==> config.mk <==
export PLATFORM = sky130hd
export DESIGN_NAME = dcache_controller_flat
export DESIGN_NICKNAME = d
export VERILOG_FILES = /design/src/common/dcache_pkg.sv /design/src/common/dcache_ctrl_if.sv /design/src/dcache/dcache_controller.sv /design/src/flat_wrapper.sv
export VERILOG_INCLUDE_DIRS = /design/src /design/src/common
export SDC_FILE = /design/constraint.sdc
export NUM_CORES = 1
export LEC_CHECK = 0
export BUFFER_PORTS_ARGS = -buffer_cell sky130_fd_sc_hd__buf_2
export CORE_ASPECT_RATIO = 0.75
export CORE_MARGIN = 3
export CORE_UTILIZATION = 40
export CTS_BUF_LIST = sky130_fd_sc_hd__clkbuf_8
export DETAILED_ROUTE_END_ITERATION = 8
export PLACE_DENSITY_LB_ADDON = 0.3
export SLEW_MARGIN = 20
export SYNTH_ARGS = -nofsm -noshare
export SYNTH_HDL_FRONTEND = slang
export SYNTH_SLANG_ARGS = --single-unit
==> constraint.sdc <==
create_clock -name clk_i -period 1.5 [get_ports clk_i]
set_clock_uncertainty 0.15 [all_clocks]
set_input_delay 0.225 -clock clk_i [delete_from_list [all_inputs] [get_ports clk_i]]
set_output_delay 0.225 -clock clk_i [all_outputs]
set_load 0.05 [all_outputs]
==> src/common/dcache_cfg.svh <==
`ifndef DCACHE_CFG_SVH
`define DCACHE_CFG_SVH

// Address and data geometry
`define DCACHE_ADDR_WIDTH   32
`define DCACHE_DATA_WIDTH   32
`define DCACHE_LINE_WIDTH   128

// Direct-mapped with 64 sets of one 16-byte line
`define DCACHE_NO_OF_SETS   64
`define DCACHE_OFFSET_BITS  4
`define DCACHE_IDX_BITS     6
`define DCACHE_TAG_BITS     22
`define DCACHE_TAG_LSB      10

// Outstanding requests the backing memory can take
`define DCACHE_MEM_CREDITS  1

`endif

==> src/common/dcache_pkg.sv <==
`include "dcache_cfg.svh"

package dcache_pkg;

    typedef logic [`DCACHE_ADDR_WIDTH-1:0]      dcache_addr_t;
    typedef logic [`DCACHE_DATA_WIDTH-1:0]      dcache_word_t;
    typedef logic [`DCACHE_LINE_WIDTH-1:0]      dcache_line_t;

    typedef logic [`DCACHE_TAG_BITS-1:0]        dcache_tag_t;
    typedef logic [`DCACHE_IDX_BITS-1:0]        dcache_idx_t;
    // Word offset within the line, byte bits dropped
    typedef logic [`DCACHE_OFFSET_BITS-3:0]     dcache_offset_t;

    typedef logic [`DCACHE_DATA_WIDTH/8-1:0]    dcache_sel_t;

    typedef struct packed {
        dcache_tag_t tag;
        logic        valid;
        logic        dirty;
    } dcache_tag_entry_t;

    typedef enum logic [3:0] {
        IDLE,
        LOOKUP,
        WRITEBACK,
        WB_WAIT,
        REFILL,
        REFILL_WAIT,
        FLUSH_CHECK,
        FLUSH_WB,
        FLUSH_WAIT,
        RESPOND
    } dcache_state_e;

endpackage

==> src/common/dcache_ctrl_if.sv <==
`timescale 1ns/1ns

interface dcache_ctrl_if;
    import dcache_pkg::*;

    logic        cache_wr;
    logic        cache_line_wr;
    logic        cache_inval;
    logic        writeback_req;
    logic        flush_mode;
    dcache_idx_t flush_idx;
    logic        cache_hit;
    logic        cache_dirty;

    modport controller (
        output cache_wr,
        output cache_line_wr,
        output cache_inval,
        output writeback_req,
        output flush_mode,
        output flush_idx,
        input  cache_hit,
        input  cache_dirty
    );

    modport datapath (
        input  cache_wr,
        input  cache_line_wr,
        input  cache_inval,
        input  writeback_req,
        input  flush_mode,
        input  flush_idx,
        output cache_hit,
        output cache_dirty
    );

endinterface

==> src/dcache/dcache_controller.sv <==
`timescale 1ns/1ns
`include "dcache_cfg.svh"

module dcache_controller (
    input  logic              clk_i,
    input  logic              rst_ni,
    dcache_ctrl_if.controller ctrl,
    input  logic              req_valid_i,
    input  logic              req_we_i,
    input  logic              flush_i,
    input  logic              mem_credit_return_i,
    output logic              rsp_valid_o,
    output logic              mem_req_valid_o,
    output logic              mem_we_o,
    output logic              flush_done_o
);
    import dcache_pkg::*;

    localparam int CREDIT_W = $clog2(`DCACHE_MEM_CREDITS + 1);
    localparam dcache_idx_t LAST_IDX = dcache_idx_t'(`DCACHE_NO_OF_SETS - 1);

    dcache_state_e         state_q;
    dcache_state_e         state_d;
    logic                  we_q;
    logic                  lsu_credit_q;
    logic [CREDIT_W-1:0]   mem_credits_q;
    dcache_idx_t           flush_idx_q;
    logic                  flush_done_q;

    logic                  req_accept;
    logic                  mem_ok;
    logic                  flush_step;
    logic                  flush_last;

    // The LSU may only send while it holds the single credit
    assign req_accept = (state_q == IDLE) && req_valid_i && lsu_credit_q;
    assign mem_ok     = (mem_credits_q != '0);
    assign flush_last = (flush_idx_q == LAST_IDX);

    always_comb begin
        state_d            = state_q;
        ctrl.cache_wr      = 1'b0;
        ctrl.cache_line_wr = 1'b0;
        ctrl.cache_inval   = 1'b0;
        ctrl.writeback_req = 1'b0;
        ctrl.flush_mode    = 1'b0;
        rsp_valid_o        = 1'b0;
        mem_req_valid_o    = 1'b0;
        mem_we_o           = 1'b0;
        flush_step         = 1'b0;

        unique case (state_q)
            IDLE: begin
                if (req_accept) begin
                    state_d = LOOKUP;
                end else if (flush_i) begin
                    state_d = FLUSH_CHECK;
                end
            end
            LOOKUP: begin
                if (ctrl.cache_hit) begin
                    ctrl.cache_wr = we_q;
                    state_d       = RESPOND;
                end else if (ctrl.cache_dirty) begin
                    state_d = WRITEBACK;
                end else begin
                    state_d = REFILL;
                end
            end
            WRITEBACK: begin
                ctrl.writeback_req = 1'b1;
                if (mem_ok) begin
                    mem_req_valid_o = 1'b1;
                    mem_we_o        = 1'b1;
                    state_d         = WB_WAIT;
                end
            end
            WB_WAIT: begin
                if (mem_credit_return_i) begin
                    state_d = REFILL;
                end
            end
            REFILL: begin
                if (mem_ok) begin
                    mem_req_valid_o = 1'b1;
                    state_d         = REFILL_WAIT;
                end
            end
            REFILL_WAIT: begin
                // Retry the lookup once the line is in
                if (mem_credit_return_i) begin
                    ctrl.cache_line_wr = 1'b1;
                    state_d            = LOOKUP;
                end
            end
            RESPOND: begin
                rsp_valid_o = 1'b1;
                state_d     = IDLE;
            end
            FLUSH_CHECK: begin
                ctrl.flush_mode = 1'b1;
                if (ctrl.cache_dirty) begin
                    state_d = FLUSH_WB;
                end else begin
                    flush_step = 1'b1;
                end
            end
            FLUSH_WB: begin
                ctrl.flush_mode    = 1'b1;
                ctrl.writeback_req = 1'b1;
                if (mem_ok) begin
                    mem_req_valid_o = 1'b1;
                    mem_we_o        = 1'b1;
                    state_d         = FLUSH_WAIT;
                end
            end
            FLUSH_WAIT: begin
                ctrl.flush_mode = 1'b1;
                flush_step      = mem_credit_return_i;
            end
            default: state_d = IDLE;
        endcase

        // Set done, clear it and move on
        if (flush_step) begin
            ctrl.cache_inval = 1'b1;
            state_d          = flush_last ? IDLE : FLUSH_CHECK;
        end
    end

    always_ff @(posedge clk_i) begin
        if (!rst_ni) begin
            state_q       <= IDLE;
            lsu_credit_q  <= 1'b1;
            mem_credits_q <= CREDIT_W'(`DCACHE_MEM_CREDITS);
            flush_idx_q   <= '0;
            flush_done_q  <= 1'b0;
        end else begin
            state_q       <= state_d;
            mem_credits_q <= mem_credits_q + CREDIT_W'(mem_credit_return_i)
                             - CREDIT_W'(mem_req_valid_o);
            flush_done_q  <= flush_step && flush_last;
            if (req_accept) begin
                lsu_credit_q <= 1'b0;
            end else if (rsp_valid_o) begin
                lsu_credit_q <= 1'b1;
            end
            // Wraps back to zero after the last set
            if (flush_step) begin
                flush_idx_q <= flush_idx_q + 1'b1;
            end
        end
    end

    always_ff @(posedge clk_i) begin
        if (req_accept) begin
            we_q <= req_we_i;
        end
    end

    assign ctrl.flush_idx = flush_idx_q;
    assign flush_done_o   = flush_done_q;

endmodule

==> src/flat_wrapper.sv <==
// flat-port wrapper written by rule: the top's interface ports become plain ports
module dcache_controller_flat import dcache_pkg::*;
  (clk_i, rst_ni, req_valid_i, req_we_i, flush_i, mem_credit_return_i, rsp_valid_o, mem_req_valid_o, mem_we_o, flush_done_o, ctrl_cache_wr, ctrl_cache_line_wr, ctrl_cache_inval, ctrl_writeback_req, ctrl_flush_mode, ctrl_flush_idx, ctrl_cache_hit, ctrl_cache_dirty);
  dcache_ctrl_if ctrl_i ();
  input  logic clk_i;
  input  logic rst_ni;
  input  logic req_valid_i;
  input  logic req_we_i;
  input  logic flush_i;
  input  logic mem_credit_return_i;
  output logic rsp_valid_o;
  output logic mem_req_valid_o;
  output logic mem_we_o;
  output logic flush_done_o;
  output wire logic [$bits(ctrl_i.cache_wr)-1:0] ctrl_cache_wr;
  output wire logic [$bits(ctrl_i.cache_line_wr)-1:0] ctrl_cache_line_wr;
  output wire logic [$bits(ctrl_i.cache_inval)-1:0] ctrl_cache_inval;
  output wire logic [$bits(ctrl_i.writeback_req)-1:0] ctrl_writeback_req;
  output wire logic [$bits(ctrl_i.flush_mode)-1:0] ctrl_flush_mode;
  output wire logic [$bits(ctrl_i.flush_idx)-1:0] ctrl_flush_idx;
  input wire logic [$bits(ctrl_i.cache_hit)-1:0] ctrl_cache_hit;
  input wire logic [$bits(ctrl_i.cache_dirty)-1:0] ctrl_cache_dirty;
  assign ctrl_cache_wr = ctrl_i.cache_wr;
  assign ctrl_cache_line_wr = ctrl_i.cache_line_wr;
  assign ctrl_cache_inval = ctrl_i.cache_inval;
  assign ctrl_writeback_req = ctrl_i.writeback_req;
  assign ctrl_flush_mode = ctrl_i.flush_mode;
  assign ctrl_flush_idx = ctrl_i.flush_idx;
  assign ctrl_i.cache_hit = ctrl_cache_hit;
  assign ctrl_i.cache_dirty = ctrl_cache_dirty;
  dcache_controller u_core (.clk_i(clk_i), .rst_ni(rst_ni), .ctrl(ctrl_i), .req_valid_i(req_valid_i), .req_we_i(req_we_i), .flush_i(flush_i), .mem_credit_return_i(mem_credit_return_i), .rsp_valid_o(rsp_valid_o), .mem_req_valid_o(mem_req_valid_o), .mem_we_o(mem_we_o), .flush_done_o(flush_done_o));
endmodule
**Yosys cells after proc, flatten, opt, wreduce, memory -nomap -nowiden**

Index checks and enable logic that the tools add are counted.

- Add/subtract/negate cells: 3
- Reductions and logical operators: 9
- Equal/unequal tests: 18
- Mux-type cells: 28

Operators by type and width:

| operator | number |
|---|---|
| $mux W4 | 10 |
| $pmux W4 S9 | 1 |
| $eq A4 B3 Y1 const B | 4 |
| $mux W1 | 14 |
| $ne A3 B1 Y1 const B | 3 |
| $ne A3 B2 Y1 const B | 3 |
| $eq A4 B2 Y1 const B | 2 |
| $eq A4 B4 Y1 const B | 2 |
| $reduce_and A8 Y1 | 1 |
| $add A6 B1 Y6 const B | 1 |
| $eq A6 B6 Y1 const B | 1 |
| $mux W3 | 2 |
| $reduce_or A3 Y1 | 2 |
| $eq A4 B1 Y1 const B | 1 |
| $logic_not A4 Y1 | 1 |
| $ne A4 B2 Y1 const B | 1 |
| $logic_and A1 B1 Y1 | 3 |
| $ne A2 B1 Y1 const B | 1 |
| $pmux W1 S2 | 1 |
| $reduce_bool A2 Y1 | 1 |
| $reduce_or A2 Y1 | 1 |
| $add A1 B1 Y1 | 1 |
| $sub A1 B1 Y1 | 1 |

- Register bits after elaboration: 14
- Output and inout bits: 15

**Logic depth before layout (Yosys ltp)**

Gate-level depths: netlist (run 1).

- Word-level depth: 6
- Gate-level depth with buffers: 6

**Worst setup path before layout (run 1)**

OpenSTA, ideal clock, no wires.

- Path kind: reg-to-output
- Start: register u_core.state_q[0]
- End: output mem_we_o
- Path slack: -0.685 ns
- Data arrival time: 1.810 ns
- Stages on the path, launching flop included: 5
- Required time: 1.125 ns
- Buffers on the path: 1
- Path through: dfxtp_1 > clkbuf_1 > xnor2_1 > and3_1 > and2_1

- Word-level cells in the longest chain between the ends: 3

Ends and longest elaborated chain:

| item | line | source |
|---|---|---|
| from (decl) | dcache_controller.sv:22 | `dcache_state_e state_q;` |
| from (signal assigned) | dcache_controller.sv:139 | `state_q <= state_d;` |
| $eq A4 B2 Y1 / $eq A4 B3 Y1 (equally long branches) | dcache_controller.sv:52 | `unique case (state_q)` |
| $reduce_or A2 Y1 (no line) (*) | - |  |
| $mux W1 (*) | - |  |
| to (decl) | flat_wrapper.sv:13 | `output logic mem_we_o;` |

Every way passes the cells marked *; elsewhere a longest branch is shown, timed or not.

**Worst setup path after layout (run 1)**

- Start: register u_core.state_q[2]
- End: output ctrl_cache_wr

- Word-level cells in the longest chain between the ends: 2

Ends and longest elaborated chain:

| item | line | source |
|---|---|---|
| $eq A4 B1 Y1 | dcache_controller.sv:52 |  |
| $mux W1 | dcache_controller.sv:52 |  |
| to (decl) | flat_wrapper.sv:15 | `output wire logic [$bits(ctrl_i.cache_wr)-1:0] ctrl_cache_wr;` |

No other way between the ends.

==> key figures, run 1 <==
Outcome
  • Status: complete, but fails checks
  • Violated checks: setup timing

STA
  • Worst slew margin: 73.1%
  • Max Clock Freq: 563 MHz
  • Setup ws final: -275 ps
  • Slew Viols, Final: 0
  • Final setup viols: 19
  • Fin crit share: 118%
  • Slew of the pin with the lowest slew margin: 400 ps
  • TNS Setup: -3620 ps
  • RSZ-0062 raised after global routing: yes
  • Hold Vio Cnt, Final: 0
  • Minimum clock period: 1780 ps

Power
  • Total leakage power: 0.645 nW
  • Switching Share: 44.5%
  • Logic pwr share: 69.7%
  • PwrDens: 2040 mW/mm^2
  • Clk pwr share: 10.4%
  • Switching pwr: 1.36 mW
  • Reg power frac: 19.8%
  • Maximum vdd ir drop: 0.00189 V
  • Int Power: 1.70 mW

Placement
  • Post-DP Area: 0.00122 mm^2
  • IO buf count: 22
  • Inst Count DP: 168
  • Gpl congestion: 0.901
  • Place WS: -167 ps
  • Detailed placement HPWL: 1790 um

Logic synthesis
  • Share of the synthesized area in the top cell type: 30.3%
  • Average instance area after synthesis: 8.10 um^2
  • Leading area contributor after synthesis: dfxtp_1
  • Top cells by area, synth: dfxtp_1 (30%), nor2_1 (5.7%), xor2_1 (5.1%)
  • Main synth FF type: dfxtp_1
  • Synth Instances: 106
  • Async SR Flop Fraction: 0%
  • Yosys reg bits: 14
  • Syn. warnings: 0
  • Post-synthesis cell type count: 41
  • Syn Nets: 115
  • EDFF count, synth: 1
  • Most frequent cells after synthesis: dfxtp_1 (13), nor2_1 (13), nand2_1 (11), a21oi_1 (8)
  • Post-synthesis cell area: 858 um^2
  • Sequential share of the synthesized area: 33.8%

Clock network
  • Htree depth: 1
  • Clock Tree Buf Depth: 2
  • Cts bufs inserted: 3
  • Root buffer cell: clkbuf_8
  • CTS tree: yes
  • Latest clock arrival within the worst-skew pair: 250 ps
  • Clock slew at reported path FFs: 60 ps
  • CTS Sinks: 14

Setup path
  • Setup CP Type: reg2out
  • R2R Path End: u_core.state_q[1]
  • CP Max Fanout: 8
  • Worst path slowest cell: dfxtp_4
  • WP depth: 4
  • Worst-path cell chain: or2_4, buf_6, nor3_4, buf_6
  • Critical path startpoint category: flop
  • R2R depth: 6
  • Largest delay contributor family on the critical path: simple AND/OR/NAND/NOR gates
  • Req. time, crit path: 1120 ps
  • CP Capture Type: primary output
  • Slowest stage delay, CP: 380 ps
  • Most frequent CP cell: buf_6
  • Worst EP arrival: 1400 ps
  • R2R setup slack: -280 ps
  • CP bufs+invs: 2
  • R2r startpoint: u_core.state_q[2]

Route
  • Initial drt markers: 74
  • Drt wl/cell: 18.7 um
  • Via count: 1090
  • Final WL: 3350 um
  • Residual DRC: 0
  • DRT antenna net count: 0
  • DRT Pass-1 Iters: 4
  • Vias/cell: 6.09

Worst hold path
  • Hold Path Stages: 1
  • Min-delay worst type: in2reg
  • Hold Crit Endpoint: u_core.we_q
  • Worst min-delay path startpoint: req_we_i

Floorplanning
  • Die X: 59.5 um
  • Die Height: 46.1 um
  • Initial core utilization: 45.9%
  • Core Box Area: 0.00187 mm^2
  • Die area: 0.00274 mm^2
  • Cell Rows: 13
  • IO Pins: 23

GRT
  • Total GRT Usage: 24.5%
  • Overflow after GRT: 0
  • Pin count of the biggest net entering global routing: 11
  • Vias in the first global route: 1022
  • Initial antenna violation count: 0
  • First-pass GRT wire length: 4890 um

Final layout
  • Layout cells sized above 1: 56.1%
  • Post-layout instance area: 0.00150 mm^2
  • Area Overhead vs Synth: 75.1%
  • Final-stage net count: 167
  • Final core occ: 80.3%
  • Diodes inserted: 0
  • Fill cells: 107
  • Layout Cells excl Fill: 179

Flow run
  • Maxcap violations: 0
==> layout by cell type, fill, tap and decap left out, types with 2 or more instances in the layout <==
cell type | netlist | routed
o21ai_0 | 4 | 4
buf_6 | 0 | 11
inv_1 | 3 | 2
and3_4 | 0 | 2
clkbuf_8 | 0 | 3
buf_8 | 0 | 4
dfxtp_1 | 13 | 7
xor2_1 | 5 | 4
nand4_1 | 4 | 4
dfxtp_2 | 0 | 3
nor3_4 | 0 | 3
a21oi_1 | 8 | 7
a211oi_2 | 0 | 2
nand2_2 | 0 | 3
o21ai_2 | 1 | 2
nand4bb_1 | 2 | 2
dfxtp_4 | 0 | 3
nor2_1 | 13 | 11
buf_4 | 1 | 23
and3_1 | 5 | 3
clkinv_1 | 1 | 2
nand2_1 | 11 | 8
nor2_4 | 0 | 2
buf_2 | 3 | 14
==> area by class of cell <==
cell class / count / area [um^2] / area share [%]
Timing Repair Buffer: 52 / 427 / 28.4
Sequential cell: 14 / 305 / 20.3
Clock inverter: 1 / 3.75 / 0.250
Clock buffer: 3 / 41.3 / 2.75
Inverter: 4 / 15.0 / 0.999
Tap cell: 22 / 27.5 / 1.83
Multi-Input combinational cell: 83 / 683 / 45.5
==> metrics by stage <==
stage	power [mW]	hold WS (ps)
finish	3.06	3.97
global route	3.24	5.70
CTS	2.71	3.59
detailed placement	2.06	257
global placement	2.02	251
floorplan	1.60	151
==> worst register-to-register path, cell delays in order, from the launching register on <==
cell and delay, ps:
dfxtp_4 410, xor2_2 170, o211ai_2 120, buf_4 150
o221ai_4 330, o21ai_2 100, a221oi_2 240
==> power by group through the flow <==
| stage | clock network [mW] | registers (mW) | logic, mW |
|---|---|---|---|
| CTS | 0.315 | 0.587 | 1.81 |
| detailed placement | 0 | 0.590 | 1.47 |
| finish | 0.319 | 0.607 | 2.14 |
| global placement | 0 | 0.585 | 1.44 |
| global route | 0.347 | 0.619 | 2.27 |
| floorplan | 0 | 0.566 | 1.03 |
==> worst max-delay path by stage <==
stage / startpoint / endpoint / slack (ps)
3_3_place_gp: u_core.state_q[3] / u_core.ctrl.flush_idx[5] / -140
5_1_grt: u_core.state_q[2] / u_core.state_q[1] / -380
3_5_place_dp: u_core.state_q[2] / u_core.state_q[2] / -170
6_report: u_core.state_q[2] / ctrl_cache_wr / -280
4_1_cts: u_core.state_q[1] / ctrl_cache_wr / -210
2_1_floorplan: u_core.state_q[0] / mem_we_o / -90
==> what timing repair did <==
item	4_1_cts	5_1_grt
hold buffers	0	0
setup buffers	5	2
setup endpoints to repair	18	20
resized for setup	33	16
pin swaps	11	11
==> registers in the layout (all words and copies together), names as in the netlist <==
name,flops
u_core.we_q,1
u_core.lsu_credit_q,1
u_core.ctrl.flush_idx,6
u_core.state_q,4
u_core.flush_done_o,1
u_core.mem_credits_q,1
==> cells by family after synthesis <==
group	Yosys count	synth area share, %
XOR/XNOR	7	7.14
adder cells (fa/ha/maj)	1	1.46
flip-flops	14	33.8
multiplexers	1	1.17
AO/OA/AOI/OAI	26	22.3
AND/OR/NAND/NOR	48	29.3
buffers and inverters	9	4.81
==> metal layers <==
metal	wire [um]	share of wire (%)	track usage (%)	up-vias
met2	1670	50	41.8	74
met3	327	9.8	7.00	17
li1	-	-	-	487
met5	0	0	0	-
met1	1240	37	30.3	512
met4	115	3.4	7.08	0
(Power assumes the default switching activity.)
==> run 2: changes to the inputs <==
Settings changed: BUFFER_PORTS_ARGS -buffer_cell sky130_fd_sc_hd__buf_2 to -buffer_cell sky130_fd_sc_hd__buf_4.
==> key figures, run 2 (synthesis gave the netlist of run 1 again) <==
Outcome
  • Status: complete, but fails checks
  • Violated checks: setup timing

Route
  • Vias/cell: 6.09
  • Drt wl/cell: 20.4 um
  • Final WL: 3840 um
  • DRT antenna net count: 0
  • Residual DRC: 0
  • Initial drt markers: 90
  • DRT Pass-1 Iters: 4
  • Via count: 1144

STA
  • RSZ-0062 raised after global routing: yes
  • Fin crit share: 118%
  • Setup ws final: -265 ps
  • Hold Vio Cnt, Final: 0
  • Hold_ws: 43.3 ps
  • Final setup viols: 21
  • Minimum clock period: 1760 ps
  • Worst slew margin: 75.7%
  • Slew of the pin with the lowest slew margin: 364 ps
  • Max Clock Freq: 567 MHz
  • Slew Viols, Final: 0

Setup path
  • Worst path slowest cell: or4_4
  • Largest delay contributor family on the critical path: simple AND/OR/NAND/NOR gates
  • CP bufs+invs: 0
  • R2R depth: 5
  • R2R setup slack: -260 ps
  • Most frequent CP cell: a211oi_2
  • Worst EP arrival: 1780 ps
  • Worst-path cell chain: or2_4, or4_4, o31ai_4, a211oi_2, a211oi_2
  • CP Max Fanout: 7
  • R2r startpoint: u_core.state_q[2]
  • Setup CP Type: reg2reg
  • CP Capture Type: flop
  • Slowest stage delay, CP: 460 ps
  • R2R Path End: u_core.state_q[2]
  • Req. time, crit path: 1520 ps
  • Critical path startpoint category: flop

GRT
  • Initial antenna violation count: 0
  • Overflow after GRT: 0
  • Vias in the first global route: 1027
  • Pin count of the biggest net entering global routing: 11
  • First-pass GRT wire length: 4880 um
  • Total GRT Usage: 24.6%

Floorplanning
  • Die X: 59.5 um
  • Die Height: 46.1 um
  • Initial core utilization: 45.9%
  • Die area: 0.00274 mm^2
  • Core Box Area: 0.00187 mm^2
  • Cell Rows: 13
  • IO Pins: 23

Clock network
  • Cts bufs inserted: 3
  • Clock slew at reported path FFs: 60 ps
  • CTS tree: yes
  • CTS Sinks: 14
  • Root buffer cell: clkbuf_8
  • Clock Tree Buf Depth: 2
  • Latest clock arrival within the worst-skew pair: 250 ps
  • Htree depth: 1

Power
  • PwrDens: 2030 mW/mm^2
  • Maximum vdd ir drop: 0.00207 V
  • Total leakage power: 0.705 nW
  • Power after layout: 3.32 mW

Final layout
  • Final-stage net count: 176
  • Diodes inserted: 0
  • Area Overhead vs Synth: 91.1%
  • Layout cells sized above 1: 60.8%
  • Commonest non-fill, non-tap cell in the layout: buf_4
  • Max reg flops: 6
  • Multi-input logic area: 694 um^2
  • Register area: 308 um^2
  • Fill cells: 88
  • Most frequent cells in the layout: buf_4 (40), buf_6 (16), nor2_1 (11)

Worst hold path
  • Hold Crit Endpoint: u_core.mem_credits_q
  • Min-delay worst type: in2reg
  • Hold Path Stages: 2
  • Worst min-delay path startpoint: rst_ni

Placement
  • IO buf count: 22
  • Gpl congestion: 0.858
  • Place WS: -156 ps
  • Detailed placement HPWL: 1860 um

Flow run
  • Maxcap violations: 0
run 2: cell count changes in the layout (fill, tap and decap cells not counted), moves of 2 or more:
cell and change:
o21ai_0 -2, buf_2 -14, buf_6 +5, buf_4 +17, a21oi_2 +2, nor3_2 +2
run 2: how the worst max path moves through the flow:
stage	slack, ps	startpoint	end	cells after the start
final	-260	u_core.state_q[2]	u_core.state_q[2]	5
after global routing	-310	u_core.state_q[2]	u_core.state_q[1]	6
after CTS	-210	u_core.state_q[1]	ctrl_cache_wr	4
after detailed placement	-160	u_core.state_q[1]	u_core.state_q[3]	6
after global placement	-120	u_core.state_q[2]	u_core.state_q[2]	5
after floorplan	-90	u_core.state_q[0]	mem_we_o	4
run 2: where the power goes:
group	leakage, nW	internal [mW]	total, mW	switching (mW)
Clock	0.0269	0.182	0.327	0.146
Sequential	0.119	0.471	0.606	0.136
Combinational	0.560	1.22	2.39	1.17
run 2: layout make-up:
type / instances / area share [%]
Clock buffer: 3 / 2.52
Multi-Input combinational cell: 83 / 42.3
Inverter: 4 / 0.915
Timing Repair Buffer: 61 / 33.6
Clock inverter: 1 / 0.229
Sequential cell: 14 / 18.8
Tap cell: 22 / 1.68
run 2: worst reg2reg max path, delay by kind of cell, from the launching register on:
kind	cells	cell delay, ps
AO/OA/AOI/OAI	3	420
flip-flops	1	380
AND/OR/NAND/NOR	2	730
run 2: per-stage QoR:
stage / TNS [ps] / instances / area [um^2] / util [%]
after global placement: -656 / 166 / 1260 / 67.2
after CTS: -2030 / 181 / 1500 / 80.1
after global routing: -4530 / 188 / 1640 / 87.7
after floorplan: -368 / 106 / 953 / -
final: -3390 / 188 / 1640 / 87.7
after detailed placement: -1010 / 166 / 1260 / 67.2
run 2: layer usage:
layer / track usage [%] / wire [um]
met2: 44.9 / 1870
met3: 5.88 / 441
met1: 30.5 / 1330
met5: 0 / 0
met4: 3.10 / 200
run 2: timing repair:
item | 4_1_cts | 5_1_grt
pin swaps | 11 | 19
buffers inserted | 11 | 6
endpoints found under the hold margin | 0 | 1
setup endpoints to repair | 18 | 22
resized for setup | 29 | 23
hold buffers | 0 | 1
==> run 3: changes to the inputs <==
Settings changed: PLACE_DENSITY_LB_ADDON 0.3 to 0.05.
==> key figures, run 3 (synthesis gave the netlist of run 1 again) <==
Floorplanning
  • Die X: 59.5 um
  • Die area: 0.00274 mm^2
  • IO Pins: 23
  • Cell Rows: 13
  • Core Box Area: 0.00187 mm^2
  • Die Height: 46.1 um
  • Initial core utilization: 45.9%

Route
  • DRT antenna net count: 0
  • Via count: 1066
  • Final WL: 3200 um
  • Drt wl/cell: 17.3 um
  • Residual DRC: 0
  • DRT Pass-1 Iters: 4
  • Vias/cell: 5.76
  • Initial drt markers: 50

Setup path
  • Worst-path cell chain: xor2_2, o211ai_2, buf_4, o221ai_4, buf_4, a211oi_1, a211oi_1
  • Worst EP arrival: 1740 ps
  • Largest delay contributor family on the critical path: compound AO/OA/AOI/OAI gates
  • Slowest stage delay, CP: 380 ps
  • Worst path slowest cell: dfxtp_4
  • CP Capture Type: flop
  • Crit. Startpoint: u_core.state_q[2]
  • Req. time, crit path: 1470 ps
  • Critical path startpoint category: flop
  • CP bufs+invs: 2
  • Setup CP Type: reg2reg
  • CP Max Fanout: 8
  • R2r startpoint: u_core.state_q[2]

Final layout
  • Area Overhead vs Synth: 82.2%
  • Commonest non-fill, non-tap cell in the layout: buf_4
  • Final core occ: 83.6%
  • Final-stage net count: 173
  • Layout cells sized above 1: 54.6%
  • Post-layout instance area: 0.00156 mm^2
  • Most frequent cells in the layout: buf_4 (40), buf_6 (12), nor2_1 (11)
  • Max reg flops: 6
  • Diodes inserted: 0

STA
  • RSZ-0062 raised after global routing: yes
  • Slew Viols, Final: 0
  • Hold Vio Cnt, Final: 0
  • Max Clock Freq: 566 MHz
  • Fin crit share: 118%
  • Worst slew margin: 78.9%
  • Setup ws final: -268 ps
  • TNS Setup: -2960 ps
  • Slew of the pin with the lowest slew margin: 314 ps
  • Final setup viols: 18
  • Minimum clock period: 1770 ps

Placement
  • Detailed placement HPWL: 1970 um
  • Gpl congestion: 0.914
  • IO buf count: 22
  • Post-DP Area: 0.00126 mm^2

Clock network
  • Root buffer cell: clkbuf_8
  • Clock slew at reported path FFs: 50 ps
  • CTS tree: yes
  • Latest clock arrival within the worst-skew pair: 240 ps
  • Clock Tree Buf Depth: 2
  • Htree depth: 1
  • CTS Sinks: 14
  • Cts bufs inserted: 3

Power
  • Switching Share: 42.4%
  • Maximum vdd ir drop: 0.00206 V
  • Clk pwr share: 10.1%
  • Total leakage power: 0.674 nW
  • Int Power: 1.78 mW
  • Logic pwr share: 70.1%
  • PwrDens: 1970 mW/mm^2
  • Reg power frac: 19.8%
  • Switching pwr: 1.31 mW

Worst hold path
  • Min-delay worst type: in2reg
  • Worst min-delay path startpoint: rst_ni

GRT
  • Total GRT Usage: 22.8%
  • Initial antenna violation count: 0
  • Pin count of the biggest net entering global routing: 11
  • Vias in the first global route: 987
  • Grt peak-use layer: met2
  • M1 GR Usage: 31.1%
  • Met3 track demand over resource: 5.32%
  • Met2 Use GR: 36.2%
  • Overflow after GRT: 0
  • First-pass GRT wire length: 4590 um

Flow run
  • Maxcap violations: 0

Outcome
  • Violated checks: setup timing
  • Status: complete, but fails checks
run 3: cell count changes in the layout (fill, tap and decap cells not counted), sizes merged:
cell    before  now
buf         60   57
clkinv       1    2
inv          4    3
run 3: layout make-up:
type                    count  area (um^2)
clock buffers               3         41.3
clock inverters             1         3.75
fillers                   114          307
inverters                   4         15.0
multi-input cells          83          646
flip-flops and latches     14          305
well taps                  22         27.5
repair buffers             58          526
run 3: power groups by stage:
| stage | Sequential [mW] | Combinational, mW | Clock, mW |
|---|---|---|---|
| final | 0.610 | 2.16 | 0.312 |
| after CTS | 0.597 | 1.88 | 0.321 |
| after floorplan | 0.566 | 1.03 | 0 |
| after global routing | 0.624 | 2.29 | 0.334 |
| after global placement | 0.584 | 1.50 | 0 |
| after detailed placement | 0.589 | 1.52 | 0 |
run 3: routing by layer:
metal  wire, um  up-vias
li1           -      502
met1       1300      502
met2       1570       54
met3        257        8
met4         79        0
met5          0        -
run 3: per-stage QoR:
step	hold WS, ps	setup WS, ps	std cells	power, mW
2_1_floorplan	151	-88.6	106	1.60
3_3_place_gp	253	-193	165	2.08
3_5_place_dp	258	-240	165	2.11
4_1_cts	71.0	-255	177	2.80
5_1_grt	50.3	-341	185	3.25
6_report	61.1	-268	185	3.08
run 3: repair_timing:
item | in CTS | in global routing
endpoints found under the hold margin | 1 | 0
cloned | 0 | 0
setup endpoints to repair | 18 | 20
gates resized for setup | 26 | 10
hold buffers | 1 | 0
pin swaps | 11 | 5
buffers inserted | 7 | 8
run 3: worst paths after layout:
| kind | to | slack, ps | cells after the start |
|---|---|---|---|
| max | u_core.state_q[2] | -270 | 7 |
| min | u_core.mem_credits_q | 60 | 2 |
| max reg2reg | u_core.state_q[2] | -270 | 7 |
| min reg2reg | u_core.ctrl.flush_idx[1] | 420 | 2 |
